File: config.mk
export PLATFORM = sky130hd
export DESIGN_NAME = blinky_reg_top
export DESIGN_NICKNAME = d
export VERILOG_FILES = /design/src/blinky_pkg.sv /design/src/skid_buffer.sv /design/src/pipelined_counter.sv /design/src/led_blinker.sv /design/src/axil_write_path.sv /design/src/axil_read_path.sv /design/src/blinky_reg_top.sv
export SDC_FILE = /design/constraint.sdc
export NUM_CORES = 1
export LEC_CHECK = 0
export BUFFER_PORTS_ARGS = -buffer_cell sky130_fd_sc_hd__buf_2
export CORE_MARGIN = 2
export CORE_UTILIZATION = 50
export CTS_BUF_LIST = sky130_fd_sc_hd__clkbuf_4 sky130_fd_sc_hd__clkbuf_8
export CTS_CLUSTER_DIAMETER = 100
export DETAILED_ROUTE_END_ITERATION = 16
export GPL_TIMING_DRIVEN = 0
export PLACE_DENSITY = 0.7
export SLEW_MARGIN = 40
export SYNTH_ARGS = -nofsm -noshare
export SYNTH_HDL_FRONTEND = slang
export SYNTH_SLANG_ARGS = --single-unit
File: constraint.sdc
create_clock -name clk -period 9.8 [get_ports clk]
set_clock_uncertainty 0.2 [all_clocks]
set_input_delay 1.96 -clock clk [delete_from_list [all_inputs] [get_ports clk]]
set_output_delay 1.96 -clock clk [all_outputs]
set_load 0.02 [all_outputs]
File: src/blinky_pkg.sv
package blinky_pkg;

  // ----------------------------------------------------------------------
  // system constants
  // ----------------------------------------------------------------------

  // clock frequency in cycles per second, returned by register 0x02
  localparam logic [31:0] clk_freq = 32'd100_000_000;

  // toggle count after reset gives a 1 Hz blink at clk_freq
  localparam logic [31:0] default_cnt_toggle = clk_freq / 2;

  // ----------------------------------------------------------------------
  // register map
  // ----------------------------------------------------------------------

  // word addresses on the 8-bit AXI-Lite address
  localparam logic [7:0] addr_flags      = 8'h00;
  localparam logic [7:0] addr_cnt_toggle = 8'h01;
  localparam logic [7:0] addr_clk_freq   = 8'h02;
  localparam logic [7:0] addr_cnt        = 8'h03;

  // AXI-Lite response codes
  typedef enum logic [1:0] {
    resp_okay   = 2'b00,
    resp_slverr = 2'b10,
    resp_decerr = 2'b11
  } axil_resp_t;

  // ----------------------------------------------------------------------
  // channel payloads
  // ----------------------------------------------------------------------

  // write address channel
  typedef struct packed {
    logic [7:0] addr;
  } axil_aw_t;

  // write data channel with byte strobes
  typedef struct packed {
    logic [31:0] data;
    logic [3:0]  strb;
  } axil_w_t;

  // read address channel
  typedef struct packed {
    logic [7:0] addr;
  } axil_ar_t;

  // control register state shared by write path, read path and blinker
  typedef struct packed {
    logic        enable;
    logic        blink;
    logic [31:0] cnt_toggle;
  } blink_ctrl_t;

  // live counter value
  typedef logic [31:0] cnt_t;

endpackage

File: src/skid_buffer.sv
module skid_buffer #(
  parameter type payload_t = logic [7:0]
) (
  input  logic     clk,
  input  logic     rst_n,
  // upstream side
  input  logic     i_valid,
  input  payload_t i_data,
  output logic     o_ready,
  // downstream side
  output logic     o_valid,
  output payload_t o_data,
  input  logic     i_ready
);

  // second slot catches the item that arrives while the output stalls
  logic     skid_valid;
  payload_t skid_data;

  // main register can take a new item this cycle
  logic     out_free;

  assign out_free = !o_valid || i_ready;

  // upstream ready comes straight from a flop
  assign o_ready = !skid_valid;

  // ----------------------------------------------------------------------
  // valid flags
  // ----------------------------------------------------------------------

  always_ff @(posedge clk) begin
    if (!rst_n) begin
      o_valid    <= 1'b0;
      skid_valid <= 1'b0;
    end else if (out_free) begin
      if (skid_valid) begin
        // drain the skid slot first to keep ordering
        o_valid    <= 1'b1;
        skid_valid <= 1'b0;
      end else begin
        o_valid <= i_valid;
      end
    end else if (i_valid && o_ready) begin
      // output stalled so park the incoming item
      skid_valid <= 1'b1;
    end
  end

  // ----------------------------------------------------------------------
  // payload registers
  // ----------------------------------------------------------------------

  always_ff @(posedge clk) begin
    if (out_free) begin
      o_data <= skid_valid ? skid_data : i_data;
    end
    if (!out_free && i_valid && o_ready) begin
      skid_data <= i_data;
    end
  end

  // output item holds until taken
  a_out_stable : assert property (@(posedge clk) disable iff (!rst_n)
    o_valid && !i_ready |=> o_valid && $stable(o_data));

  // skid slot only fills behind a full main slot so an empty buffer is ready
  a_empty_ready : assert property (@(posedge clk) disable iff (!rst_n)
    !o_valid |-> o_ready);

endmodule

File: src/pipelined_counter.sv
module pipelined_counter
  import blinky_pkg::*;
(
  input  logic clk,
  input  logic rst_n,
  input  logic i_clr,
  output cnt_t o_cnt
);

  // ----------------------------------------------------------------------
  // two 16-bit halves with a registered carry between them
  // ----------------------------------------------------------------------

  // low half of the internal count
  logic [15:0] cnt_lo;
  // carry out of the low half, applied to the high half one cycle late
  logic        carry;
  // high half, lines up with the low half of the previous cycle
  logic [15:0] cnt_hi;
  // low half delayed so both halves describe the same count
  logic [15:0] cnt_lo_d;

  always_ff @(posedge clk) begin
    if (!rst_n || i_clr) begin
      cnt_lo   <= '0;
      carry    <= 1'b0;
      cnt_hi   <= '0;
      cnt_lo_d <= '0;
    end else begin
      // 17-bit sum keeps the carry out of the low half
      {carry, cnt_lo} <= {1'b0, cnt_lo} + 17'd1;
      // high half only ever sees a registered one-bit carry
      cnt_hi          <= cnt_hi + {15'd0, carry};
      cnt_lo_d        <= cnt_lo;
    end
  end

  // coherent count, one cycle behind the internal low half
  assign o_cnt = {cnt_hi, cnt_lo_d};

  // free running count steps by one once two clear-free cycles have passed
  a_step_one : assert property (@(posedge clk) disable iff (!rst_n)
    $past(rst_n) && !i_clr && !$past(i_clr) |=> o_cnt == cnt_t'($past(o_cnt) + 32'd1));

endmodule

File: src/led_blinker.sv
module led_blinker
  import blinky_pkg::*;
(
  input  logic        clk,
  input  logic        rst_n,
  input  blink_ctrl_t i_ctrl,
  output cnt_t        o_cnt,
  output logic        o_led
);

  // ----------------------------------------------------------------------
  // counter control
  // ----------------------------------------------------------------------

  // counter reached the programmed toggle point
  logic cnt_hit;
  // hold or restart the counter
  logic cnt_clr;

  assign cnt_hit = (o_cnt == i_ctrl.cnt_toggle);

  // counter only runs in blink mode and restarts on every hit
  assign cnt_clr = !i_ctrl.enable || !i_ctrl.blink || cnt_hit;

  pipelined_counter u_pipelined_counter (
    .clk   (clk),
    .rst_n (rst_n),
    .i_clr (cnt_clr),
    .o_cnt (o_cnt)
  );

  // ----------------------------------------------------------------------
  // led state
  // ----------------------------------------------------------------------

  always_ff @(posedge clk) begin
    if (!rst_n) begin
      o_led <= 1'b0;
    end else if (!i_ctrl.enable) begin
      // disabled
      o_led <= 1'b0;
    end else if (!i_ctrl.blink) begin
      // solid on
      o_led <= 1'b1;
    end else if (cnt_hit) begin
      // blink on each counter match
      o_led <= ~o_led;
    end
  end

  // disabling the blinker darkens the led on the next cycle
  a_led_off : assert property (@(posedge clk) disable iff (!rst_n)
    !i_ctrl.enable |=> !o_led);

endmodule

File: src/axil_write_path.sv
module axil_write_path
  import blinky_pkg::*;
(
  input  logic        clk,
  input  logic        rst_n,
  // write address from skid buffer
  input  logic        i_aw_valid,
  input  axil_aw_t    i_aw,
  output logic        o_aw_ready,
  // write data from skid buffer
  input  logic        i_w_valid,
  input  axil_w_t     i_w,
  output logic        o_w_ready,
  // write response
  output logic        o_bvalid,
  output axil_resp_t  o_bresp,
  input  logic        i_bready,
  // control registers
  output blink_ctrl_t o_ctrl
);

  logic        wr_accept;
  logic        bvalid_next;
  axil_resp_t  bresp_next;
  blink_ctrl_t ctrl_next;

  // AW and W go together and only when the B slot is free or draining
  assign wr_accept  = i_aw_valid && i_w_valid && (!o_bvalid || i_bready);
  assign o_aw_ready = wr_accept;
  assign o_w_ready  = wr_accept;

  // ----------------------------------------------------------------------
  // write decode
  // ----------------------------------------------------------------------

  always_comb begin
    // pending response drops once bready takes it
    bvalid_next = o_bvalid && !i_bready;
    bresp_next  = o_bresp;
    ctrl_next   = o_ctrl;

    if (wr_accept) begin
      bvalid_next = 1'b1;
      bresp_next  = resp_okay;
      case (i_aw.addr)
        addr_flags: begin
          if (i_w.strb != 4'hf) begin
            bresp_next = resp_slverr;
          end else begin
            // upper flag bits are dropped
            ctrl_next.enable = i_w.data[0];
            ctrl_next.blink  = i_w.data[1];
          end
        end
        addr_cnt_toggle: begin
          if (i_w.strb != 4'hf) begin
            bresp_next = resp_slverr;
          end else begin
            ctrl_next.cnt_toggle = i_w.data;
          end
        end
        // read-only registers
        addr_clk_freq, addr_cnt: bresp_next = resp_slverr;
        // nothing mapped here
        default: bresp_next = resp_decerr;
      endcase
    end
  end

  // ----------------------------------------------------------------------
  // B response and control registers
  // ----------------------------------------------------------------------

  always_ff @(posedge clk) begin
    if (!rst_n) begin
      o_bvalid <= 1'b0;
      o_ctrl   <= '{enable: 1'b0, blink: 1'b0, cnt_toggle: default_cnt_toggle};
    end else begin
      o_bvalid <= bvalid_next;
      o_ctrl   <= ctrl_next;
    end
  end

  always_ff @(posedge clk) begin
    o_bresp <= bresp_next;
  end

  // a raised response waits for the master
  a_bvalid_hold : assert property (@(posedge clk) disable iff (!rst_n)
    o_bvalid && !i_bready |=> o_bvalid && $stable(o_bresp));

endmodule

File: src/axil_read_path.sv
module axil_read_path
  import blinky_pkg::*;
(
  input  logic        clk,
  input  logic        rst_n,
  // read address from skid buffer
  input  logic        i_ar_valid,
  input  axil_ar_t    i_ar,
  output logic        o_ar_ready,
  // register sources
  input  blink_ctrl_t i_ctrl,
  input  cnt_t        i_cnt,
  // read response
  output logic        o_rvalid,
  output logic [31:0] o_rdata,
  output axil_resp_t  o_rresp,
  input  logic        i_rready
);

  logic        rd_accept;
  logic        rvalid_next;
  logic [31:0] rdata_next;
  axil_resp_t  rresp_next;

  // take a read when no R is pending or the pending R leaves this cycle
  assign rd_accept  = i_ar_valid && (!o_rvalid || i_rready);
  assign o_ar_ready = rd_accept;

  // ----------------------------------------------------------------------
  // read mux
  // ----------------------------------------------------------------------

  always_comb begin
    rvalid_next = o_rvalid && !i_rready;
    rdata_next  = o_rdata;
    rresp_next  = o_rresp;

    if (rd_accept) begin
      rvalid_next = 1'b1;
      rresp_next  = resp_okay;
      case (i_ar.addr)
        // flags come back zero extended
        addr_flags:      rdata_next = {30'd0, i_ctrl.blink, i_ctrl.enable};
        addr_cnt_toggle: rdata_next = i_ctrl.cnt_toggle;
        addr_clk_freq:   rdata_next = clk_freq;
        // counter sampled in the accept cycle
        addr_cnt:        rdata_next = i_cnt;
        default: begin
          rdata_next = '0;
          rresp_next = resp_decerr;
        end
      endcase
    end
  end

  // ----------------------------------------------------------------------
  // R response registers
  // ----------------------------------------------------------------------

  always_ff @(posedge clk) begin
    if (!rst_n) begin
      o_rvalid <= 1'b0;
    end else begin
      o_rvalid <= rvalid_next;
    end
  end

  always_ff @(posedge clk) begin
    o_rdata <= rdata_next;
    o_rresp <= rresp_next;
  end

  // stalled read data stays put
  a_r_stable : assert property (@(posedge clk) disable iff (!rst_n)
    o_rvalid && !i_rready |=> o_rvalid && $stable(o_rdata) && $stable(o_rresp));

endmodule

File: src/blinky_reg_top.sv
module blinky_reg_top
  import blinky_pkg::*;
(
  input  logic        clk,
  input  logic        rst_n,
  output logic        o_led,
  // write address channel
  input  logic [7:0]  i_awaddr,
  input  logic        i_awvalid,
  output logic        o_awready,
  // write data channel
  input  logic [31:0] i_wdata,
  input  logic [3:0]  i_wstrb,
  input  logic        i_wvalid,
  output logic        o_wready,
  // write response channel
  output logic        o_bvalid,
  output logic [1:0]  o_bresp,
  input  logic        i_bready,
  // read address channel
  input  logic [7:0]  i_araddr,
  input  logic        i_arvalid,
  output logic        o_arready,
  // read data channel
  output logic        o_rvalid,
  output logic [31:0] o_rdata,
  output logic [1:0]  o_rresp,
  input  logic        i_rready
);

  // ----------------------------------------------------------------------
  // channel bundles
  // ----------------------------------------------------------------------

  // raw AXI-Lite signals packed into channel structs
  axil_aw_t    aw_in;
  axil_w_t     w_in;
  axil_ar_t    ar_in;

  // skid buffer outputs
  axil_aw_t    aw_sb;
  logic        aw_sb_valid;
  logic        aw_sb_ready;
  axil_w_t     w_sb;
  logic        w_sb_valid;
  logic        w_sb_ready;
  axil_ar_t    ar_sb;
  logic        ar_sb_valid;
  logic        ar_sb_ready;

  // responses and shared state
  axil_resp_t  bresp;
  axil_resp_t  rresp;
  blink_ctrl_t ctrl;
  cnt_t        cnt;

  assign aw_in.addr = i_awaddr;
  assign w_in.data  = i_wdata;
  assign w_in.strb  = i_wstrb;
  assign ar_in.addr = i_araddr;
  assign o_bresp    = bresp;
  assign o_rresp    = rresp;

  // ----------------------------------------------------------------------
  // input skid buffers
  // ----------------------------------------------------------------------

  skid_buffer #(.payload_t(axil_aw_t)) u_skid_aw (
    .clk     (clk),
    .rst_n   (rst_n),
    .i_valid (i_awvalid),
    .i_data  (aw_in),
    .o_ready (o_awready),
    .o_valid (aw_sb_valid),
    .o_data  (aw_sb),
    .i_ready (aw_sb_ready)
  );

  skid_buffer #(.payload_t(axil_w_t)) u_skid_w (
    .clk     (clk),
    .rst_n   (rst_n),
    .i_valid (i_wvalid),
    .i_data  (w_in),
    .o_ready (o_wready),
    .o_valid (w_sb_valid),
    .o_data  (w_sb),
    .i_ready (w_sb_ready)
  );

  skid_buffer #(.payload_t(axil_ar_t)) u_skid_ar (
    .clk     (clk),
    .rst_n   (rst_n),
    .i_valid (i_arvalid),
    .i_data  (ar_in),
    .o_ready (o_arready),
    .o_valid (ar_sb_valid),
    .o_data  (ar_sb),
    .i_ready (ar_sb_ready)
  );

  // ----------------------------------------------------------------------
  // register paths and blinker
  // ----------------------------------------------------------------------

  axil_write_path u_axil_write_path (
    .clk        (clk),
    .rst_n      (rst_n),
    .i_aw_valid (aw_sb_valid),
    .i_aw       (aw_sb),
    .o_aw_ready (aw_sb_ready),
    .i_w_valid  (w_sb_valid),
    .i_w        (w_sb),
    .o_w_ready  (w_sb_ready),
    .o_bvalid   (o_bvalid),
    .o_bresp    (bresp),
    .i_bready   (i_bready),
    .o_ctrl     (ctrl)
  );

  axil_read_path u_axil_read_path (
    .clk        (clk),
    .rst_n      (rst_n),
    .i_ar_valid (ar_sb_valid),
    .i_ar       (ar_sb),
    .o_ar_ready (ar_sb_ready),
    .i_ctrl     (ctrl),
    .i_cnt      (cnt),
    .o_rvalid   (o_rvalid),
    .o_rdata    (o_rdata),
    .o_rresp    (rresp),
    .i_rready   (i_rready)
  );

  led_blinker u_led_blinker (
    .clk    (clk),
    .rst_n  (rst_n),
    .i_ctrl (ctrl),
    .o_cnt  (cnt),
    .o_led  (o_led)
  );

endmodule

==> flow_summary.toml, run 1 <==
[outcome]
run_status = "finished, final reports clean"

[timing]
finalCritPeriodShare_pct = 43.29
hold_slack_ns = 0.2589
drv_slew = 0
hold_viol = 0
rsz0062_at_grt = "no"
min_period_ns = 4.242
max_clock_freq_ghz = 0.2357
relSlewSlack_pct = 50.13
setup_viol = 0
worst_pin_slew_ns = 0.7480
fin_tns_setup_ns = 0

[logic_synthesis]
synth-edff-count = 139
yosysTopAreaCell = "edfxtp_1"
synthAdderAreaFrac_pct = 0.4140
yosys_warnings = 0
ys_seq_area_share_pct = 66.34
synthCells = 726
synth_top_family_by_area = "simple AND/OR/NAND/NOR gates"
synthTopCellsByArea = "edfxtp_1 46%, dfxtp_1 20%, mux2_2 6.5%"
yosys.cell_count.top_type = "edfxtp_1"
synth-xor-area-share_pct = 5.796
async_flop_share_pct = 0
synth_common_cells = "139 x edfxtp_1, 92 x dfxtp_1, 89 x nand2_1"
synth-simple-area-share_pct = 12.05
synth_area_mm2 = 0.009067
muxShareOfSynthArea_pct = 8.886
synth-compound-area-share_pct = 3.726
synth_cell_types = 32
synthFlopType = "edfxtp_1"
synth_top_cell_area_share_pct = 46.03
ys_ff_latch = 231
syn_avg_cell_area_um2 = 12.49
synth_fp_nets = 788

[die]
placementRows = 49
die_area_mm2 = 0.01923
ios = 101
die_w_um = 138.7
die_h_um = 138.7
start_util_pct = 50.65
core_area_mm2 = 0.01790

[final_layout]
final_util_pct = 60.03
n_antenna_cell = 0
layout.nets = 934
layout.cells.non_filler = 1127
areaGrowthSynthToFinish_pct = 18.52
nFillCells = 1458
layout-drive-gt1-share_pct = 26.73

[pwr]
powerDensity_mw_per_mm2 = 188.7
comb_power_share_pct = 4.4
power_switching_uw = 421.3
pwr-share-seq_pct = 53.2
power_frac_clock_pct = 42.4
swShare_pct = 20.78
peakVddDrop_mv = 0.1427
p_int_mw = 1.606
power_leakage_nw = 4.000

[global_route]
first_global_vias = 5574
antenna_found_initial = 0
overflow = 0
grtUsageTotal_pct = 18.70
grt_pass1_wl_mm = 28.70
grt_max_degree = 26

[route]
drt_iter0_drc = 384
routed_wl_mm = 17.75
viasPerCell = 5.038
dr.pass1.iters = 5
wl_per_cell_um = 15.75
drc_errors = 0
antenna_left = 0
vias = 5678

[setup_path]
cp_max_fo = 10
reg2reg_to = "u_skid_w.skid_data[11]"
crit_path_start_kind = "flip-flop"
crit_path_end_kind = "primary output"
rr_worst_depth = 7
rrSetupSlack_ns = 7.13
crit_arrival_ns = 2.08
cp.required_ns = 7.64
regToRegStartpoint = "u_skid_w.skid_valid"
worstSetupPathType = "flip-flop to primary output"

[clock_tree]
clock_latency_ns = 0.51
post_cts_resized = 0
htree_num_levels = 2
postCtsHoldBufs = 0
cts_sinks = 231
clock_path_buffers = 3
clk_pin_slew_ns = 0.06
tritoncts = "done"
cts_made_buffers = 37
postCtsSetupRepairBufs = 0
clockRootBuffer = "clkbuf_8"

[place]
port-buffer-count = 100
dp_hpwl_mm = 12.83
place.gp.congestion = 0.8692
dp.cells = 1062

[job]
cap_violations = 0

[min_path]
hp-start = "u_skid_w.o_data[24]"
whs_path_depth = 2
whs_endpoint = "u_axil_write_path.o_ctrl[20]"
hp-class = "flip-flop to flip-flop"
[cell type report]
class / count / area, µm² / area share, %
multi-input cells: 435 / 2824 / 26.28
clock buffers: 53 / 679.4 / 6.322
plain buffers: 33 / 151.4 / 1.409
inverters: 27 / 101.3 / 0.9431
flip-flops and latches: 231 / 6016 / 55.98
repair buffers: 107 / 581.8 / 5.414
well taps: 229 / 286.5 / 2.666
clock inverters: 12 / 106.4 / 0.9896
[flip-flops by register name, summed over array words and instances, names as in the netlist, 2 cells and up]
name / cells
u_skid_w.o_data: 36
u_skid_w.skid_data: 36
u_axil_write_path.o_ctrl: 34
u_axil_read_path.o_rdata: 32
u_led_blinker.u_pipelined_counter.cnt_hi: 16
u_led_blinker.u_pipelined_counter.cnt_lo: 16
u_led_blinker.u_pipelined_counter.cnt_lo_d: 16
u_skid_ar.o_data: 8
u_skid_ar.skid_data: 8
u_skid_aw.o_data: 8
u_skid_aw.skid_data: 8
u_axil_write_path.o_bresp: 2
[power by group through the flow]
| stage | combinational, mW | sequential [mW] | clock [mW] |
|---|---|---|---|
| 6_report | 0.0890 | 1.08 | 0.859 |
| 3_3_place_gp | 0.0824 | 1.10 | 0 |
| 5_1_grt | 0.0970 | 1.08 | 0.918 |
| 4_1_cts | 0.0899 | 1.08 | 0.878 |
| 2_1_floorplan | 0.0439 | 1.10 | 0 |
| 3_5_place_dp | 0.0892 | 1.10 | 0 |
[through the flow]
step	setup WS, ns	total power, mW	area [µm²]
after global routing	5.380	2.097	10750
final	5.558	2.027	10750
after CTS	5.514	2.047	10750
after global placement	1.710	1.183	9854
after floorplan	3.277	1.148	9067
after detailed placement	5.377	1.189	9961
[metal layers]
layer / vias up / GRT usage, % / part of all wire [%]
met1: 2621 / 25.92 / 46
li1: 2819 / - / -
met2: 202 / 28.69 / 44
met3: 36 / 4.282 / 7.2
met5: - / 0 / 0
met4: 0 / 7.815 / 2.8
[critical path, stage by stage, from the launching register on]
cell and delay [ns]:
dfxtp_1 0.38, clkbuf_1 0.47, buf_1 0.48, inv_1 0.08, buf_2 0.17
[cell usage in the layout (no fill, tap or decap), types with 6 or more instances in the layout]
master / instances
mux2_2: 52
nor4_1: 13
inv_1: 27
o21ai_0: 13
dfxtp_1: 92
clkbuf_8: 45
xnor2_1: 21
nor3_1: 6
nand2_1: 88
edfxtp_1: 139
xor2_1: 39
clkbuf_4: 8
nand4_1: 7
mux2i_1: 22
a21boi_0: 21
nor2_1: 81
clkbuf_1: 18
clkinv_2: 7
buf_2: 110
a21oi_1: 14
nand3_1: 26
[cell families (layout without fill, tap and decap cells)]
group / after synthesis / in the layout
fa+ha+maj: 3 / 3
simple gates: 245 / 245
mux: 74 / 74
compound gates: 53 / 53
flops: 231 / 231
buf+inv: 60 / 232
xor+xnor: 60 / 60
[worst max-delay path by stage]
| stage | cells after the start | slack (ns) | end | from |
|---|---|---|---|---|
| global route | 4 | 5.38 | o_wready | u_skid_w.skid_valid |
| floorplan | 4 | 3.28 | u_skid_w.skid_data[0] | i_bready |
| finish | 4 | 5.56 | o_wready | u_skid_w.skid_valid |
| detailed placement | 9 | 5.38 | u_skid_w.skid_data[14] | i_bready |
| global placement | 5 | 1.71 | u_skid_w.skid_data[14] | i_bready |
| CTS | 4 | 5.51 | o_wready | u_skid_w.skid_valid |
Note: power is estimated with default switching activity, not from simulation.
==> run 2: changes to the inputs <==
--- a/config.mk
+++ b/config.mk
@@ -12,7 +12,7 @@
 export CTS_CLUSTER_DIAMETER = 100
 export DETAILED_ROUTE_END_ITERATION = 16
 export GPL_TIMING_DRIVEN = 0
-export PLACE_DENSITY = 0.7
+export PLACE_DENSITY = 0.72
 export SLEW_MARGIN = 40
 export SYNTH_ARGS = -nofsm -noshare
 export SYNTH_HDL_FRONTEND = slang
==> constraint.sdc (replaced) <==
create_clock -name clk -period 3.9 [get_ports clk]
set_clock_uncertainty 0.2 [all_clocks]
set_input_delay 0.78 -clock clk [delete_from_list [all_inputs] [get_ports clk]]
set_output_delay 0.78 -clock clk [all_outputs]
set_load 0.02 [all_outputs]
==> flow_summary.toml, run 2 (same netlist as run 1, synthesis figures left out) <==
[outcome]
run_status = "finished, final reports clean"

[route]
wl_per_cell_um = 15.83
viasPerCell = 5.032
dr.pass1.iters = 7
vias = 5656
routed_wl_mm = 17.79
antenna_left = 0
drc_errors = 0
drt_iter0_drc = 361

[place]
port-buffer-count = 100
placed_cell_area_mm2 = 0.009948
place.gp.congestion = 0.8890
dp_hpwl_mm = 12.83

[global_route]
antenna_found_initial = 0
grt_max_degree = 40
grt_pass1_wl_mm = 28.57
overflow = 0
grtUsageMet3_pct = 4.247
busiest_layer = "met2"
use_met1_pct = 25.55
met2_usage_pct = 29.10
grtUsageTotal_pct = 18.64
first_global_vias = 5610

[clock_tree]
clk_pin_slew_ns = 0.06
cts_made_buffers = 37
clock_latency_ns = 0.51
postCtsHoldBufs = 0
clockRootBuffer = "clkbuf_8"
htree_num_levels = 2
post_cts_resized = 0
cts_sinks = 231
tritoncts = "done"
postCtsSetupRepairBufs = 0
clock_path_buffers = 3

[die]
die_h_um = 138.7
ios = 101
core_area_mm2 = 0.01790
die_area_mm2 = 0.01923
placementRows = 49
die_w_um = 138.7
start_util_pct = 50.65

[setup_path]
crit_path_end_kind = "primary output"
cp.required_ns = 2.92
cp_max_fo = 10
crit_arrival_ns = 2.09
worstSetupPathType = "flip-flop to primary output"
crit_path_start_kind = "flip-flop"

[final_layout]
layout.nets = 931
finalInstanceArea_mm2 = 0.01069
n_antenna_cell = 0
layout-drive-gt1-share_pct = 26.48
final_common_cell = "edfxtp_1"
nFillCells = 1494
areaGrowthSynthToFinish_pct = 17.84
largestRegisters = "u_skid_w.o_data (36), u_skid_w.skid_data (36), u_axil_write_path.o_ctrl (34)"
final_cell_mix = "139 x edfxtp_1, 109 x buf_2, 92 x dfxtp_1"

[pwr]
power_leakage_nw = 3.962
peakVddDrop_mv = 0.3443
powerDensity_mw_per_mm2 = 464.9

[timing]
drv_slew = 0
max_clock_freq_ghz = 0.3261
relSlewSlack_pct = 49.11
hold_viol = 0
min_period_ns = 3.066
finalCritPeriodShare_pct = 78.63
worst_pin_slew_ns = 0.7633
rsz0062_at_grt = "no"
setup_viol = 0
hold_slack_ns = 0.2549

[job]
cap_violations = 0

[min_path]
hp-class = "input port to flip-flop"
run 2: final cells by class:
type / instances / area (µm²) / area share (%)
buffer: 33 / 151.4 / 1.417
multi-input combinational: 435 / 2835 / 26.53
clock inverter: 4 / 16.27 / 0.1522
clock buffer: 61 / 720.7 / 6.745
sequential: 231 / 6016 / 56.30
inverter: 27 / 101.3 / 0.9485
timing repair buffer: 104 / 558.0 / 5.223
tap: 229 / 286.5 / 2.682
run 2: per-stage QoR:
stage	setup slack [ns]	TNS [ns]	utilization [%]	std cells	total power [mW]
finish	0.8336	0	59.69	1124	4.968
global route	0.6217	0	59.69	1124	5.145
CTS	0.7904	0	59.69	1124	5.018
detailed placement	0.8530	0	55.57	1059	2.986
global placement	-0.5091	-18.24	55.11	1055	2.973
floorplan	0.3083	0	-	726	2.886
run 2: power breakdown:
part	internal, mW	switching, mW	total (mW)	leakage (nW)
logic	0.0923	0.129	0.221	1.49
clock network	1.16	0.875	2.03	0.398
registers	2.69	0.0253	2.71	2.08
total	3.94	1.03	4.97	3.96
run 2: metal layers:
layer,part of all wire [%],routed length (µm)
met1,46,8259
met2,45,8049
met3,5.7,1023
met4,2.6,460
met5,0,0
run 2: critical path, cell delays in order, from the launching register on:
cell,delay [ns]
dfxtp_1,0.37
clkbuf_1,0.43
buf_1,0.51
inv_1,0.08
buf_2,0.17
run 2: final timing paths:
kind / from / endpoint / slack (ns) / cells after the start
setup reg to reg: u_axil_write_path.o_bvalid / u_skid_w.skid_data[19] / 1.48 / 6
hold / removal: i_wdata[23] / u_skid_w.skid_data[27] / 0.25 / 1
hold reg to reg: u_skid_w.o_data[27] / u_axil_write_path.o_ctrl[23] / 0.25 / 2
setup / recovery: u_skid_w.skid_valid / o_wready / 0.83 / 4
==> run 3: changes to the inputs <==
==> constraint.sdc (replaced) <==
create_clock -name clk -period 2.8 [get_ports clk]
set_clock_uncertainty 0.2 [all_clocks]
set_input_delay 0.56 -clock clk [delete_from_list [all_inputs] [get_ports clk]]
set_output_delay 0.56 -clock clk [all_outputs]
set_load 0.02 [all_outputs]
==> flow_summary.toml, run 3 (same netlist as run 1, synthesis figures left out) <==
[route]
vias = 5732
drc_errors = 0
wl_per_cell_um = 15.90
dr.pass1.iters = 5
antenna_left = 0
viasPerCell = 5.028
drt_iter0_drc = 390
routed_wl_mm = 18.13

[die]
die_area_mm2 = 0.01923
start_util_pct = 50.65
die_w_um = 138.7
placementRows = 49
die_h_um = 138.7
core_area_mm2 = 0.01790
ios = 101

[setup_path]
path_delay_family = "buffers and inverters"
crit_arrival_ns = 1.89
regToRegStartpoint = "u_axil_write_path.o_bvalid"
cpMostUsedCell = "buf_2"
crit_path_end_kind = "primary output"
worstSetupPathType = "flip-flop to primary output"
reg2reg_to = "u_skid_w.skid_data[14]"
rr_worst_depth = 6
cp.required_ns = 2.04
slowest_stage = "clkbuf_1"
crit_chain = "clkbuf_1, buf_2, inv_1, buf_2"
cp_slowest_stage_delay_ns = 0.42
crit_path_start_kind = "flip-flop"
rrSetupSlack_ns = 0.43
worst-path-buf-inv = 4
cp_max_fo = 10

[global_route]
grtUsageTotal_pct = 19.25
grt_pass1_wl_mm = 29.71
first_global_vias = 5806
overflow = 0
antenna_found_initial = 0
grt_max_degree = 40

[final_layout]
largestRegisters = "u_skid_w.o_data (36), u_skid_w.skid_data (36), u_axil_write_path.o_ctrl (34)"
layout.nets = 943
layout.cells.non_filler = 1140
final_common_cell = "edfxtp_1"
final_util_pct = 60.15
n_antenna_cell = 0
nFillCells = 1450
final_cell_mix = "139 x edfxtp_1, 110 x buf_2, 92 x dfxtp_1"
areaGrowthSynthToFinish_pct = 18.75
layout-drive-gt1-share_pct = 25.69

[clock_tree]
postCtsSetupRepairBufs = 0
clk_pin_slew_ns = 0.06
cts_made_buffers = 38
clock_path_buffers = 3
htree_num_levels = 2
tritoncts = "done"
clock_latency_ns = 0.53
cts_sinks = 231
clockRootBuffer = "clkbuf_8"

[timing]
rsz0062_at_grt = "no"
layout_setup_ws_ns = 0.1497
max_clock_freq_ghz = 0.3773
min_period_ns = 2.650
setup_viol = 0
hold_viol = 0
relSlewSlack_pct = 48.58
finalCritPeriodShare_pct = 94.65
worst_pin_slew_ns = 0.7714
drv_slew = 0

[min_path]
whs_path_depth = 1
hp-start = "i_araddr[1]"
hp-class = "input port to flip-flop"
whs_endpoint = "u_skid_ar.skid_data[1]"

[pwr]
power_leakage_nw = 3.989
peakVddDrop_mv = 0.4144
powerDensity_mw_per_mm2 = 639.0

[outcome]
run_status = "finished, final reports clean"

[place]
port-buffer-count = 100
place.gp.congestion = 0.9107
dp_slack_ns = -0.01184
dp.cells = 1059
dp_hpwl_mm = 12.96

[job]
cap_violations = 0
[run 3: cell types whose count changed in the layout (fill, tap and decap cells not counted), moves of 2 or more]
cell           change
clkbuf_4          -10
clkbuf_8           -4
clkinv_1           +9
clkinv_2           +6
clkinvlp_4         +2
dlygate4sd3_1     +11
[run 3: per-stage QoR]
| stage | total power [mW] | hold WS, ns | TNS [ns] | area, µm² |
|---|---|---|---|---|
| 4_1_cts | 6.951 | 0.0002685 | 0 | 10770 |
| 5_1_grt | 7.129 | 0.003808 | 0 | 10770 |
| 6_report | 6.880 | 0.02711 | 0 | 10770 |
| 3_5_place_dp | 4.153 | 0.2447 | -0.1360 | 9932 |
| 3_3_place_gp | 4.137 | 0.2419 | -41.59 | 9873 |
| 2_1_floorplan | 4.020 | 0.2210 | 0 | 9086 |
[run 3: worst max-delay path by stage]
stage,startpoint,end,slack [ns],cells after the start
3_3_place_gp,i_rready,u_axil_read_path.o_rdata[14],-0.60,3
2_1_floorplan,i_bready,u_skid_w.skid_data[0],0.005,4
3_5_place_dp,i_bready,u_skid_w.skid_data[14],-0.01,7
4_1_cts,u_skid_w.skid_valid,o_wready,0.09,4
6_report,u_skid_w.skid_valid,o_wready,0.15,4
5_1_grt,u_skid_w.skid_valid,o_wready,0.01,4
[run 3: power by group]
part / switching [mW] / total, mW / internal (mW)
Sequential: 0.0351 / 3.78 / 3.74
Combinational: 0.179 / 0.314 / 0.136
Clock: 1.29 / 2.79 / 1.49
Total: 1.51 / 6.88 / 5.37
[run 3: worst reg2reg max path, cell delays in order, from the launching register on]
cell and delay (ns):
dfxtp_1 0.32, nand2b_1 0.08, nand3_1 0.20, nand2_4 0.32, nor3b_4 0.42, buf_4 0.28
buf_4 0.24
[run 3: layout make-up]
class	count	area, µm²	area share (%)
sequential	231	6016	55.87
multi-input combinational	435	2835	26.33
timing repair buffer	115	651.9	6.054
clock buffer	47	590.6	5.485
tap	229	286.5	2.661
buffer	33	152.6	1.418
clock inverter	23	133.9	1.243
inverter	27	101.3	0.9412
[run 3: what timing repair did]
| item | in CTS | in global routing |
|---|---|---|
| endpoints found under the setup margin | 1 | 0 |
| gates resized for setup | 1 | 0 |
| hold buffers | 11 | 0 |
| hold endpoints to repair | 11 | 0 |
[run 3: routing by layer]
metal | up-vias | global-route usage [%] | wire (µm)
met1 | 2658 | 26.44 | 8354
met5 | - | 0 | 0
li1 | 2843 | - | -
met2 | 185 | 29.83 | 8057
met4 | 0 | 7.496 | 590
met3 | 46 | 4.696 | 1122
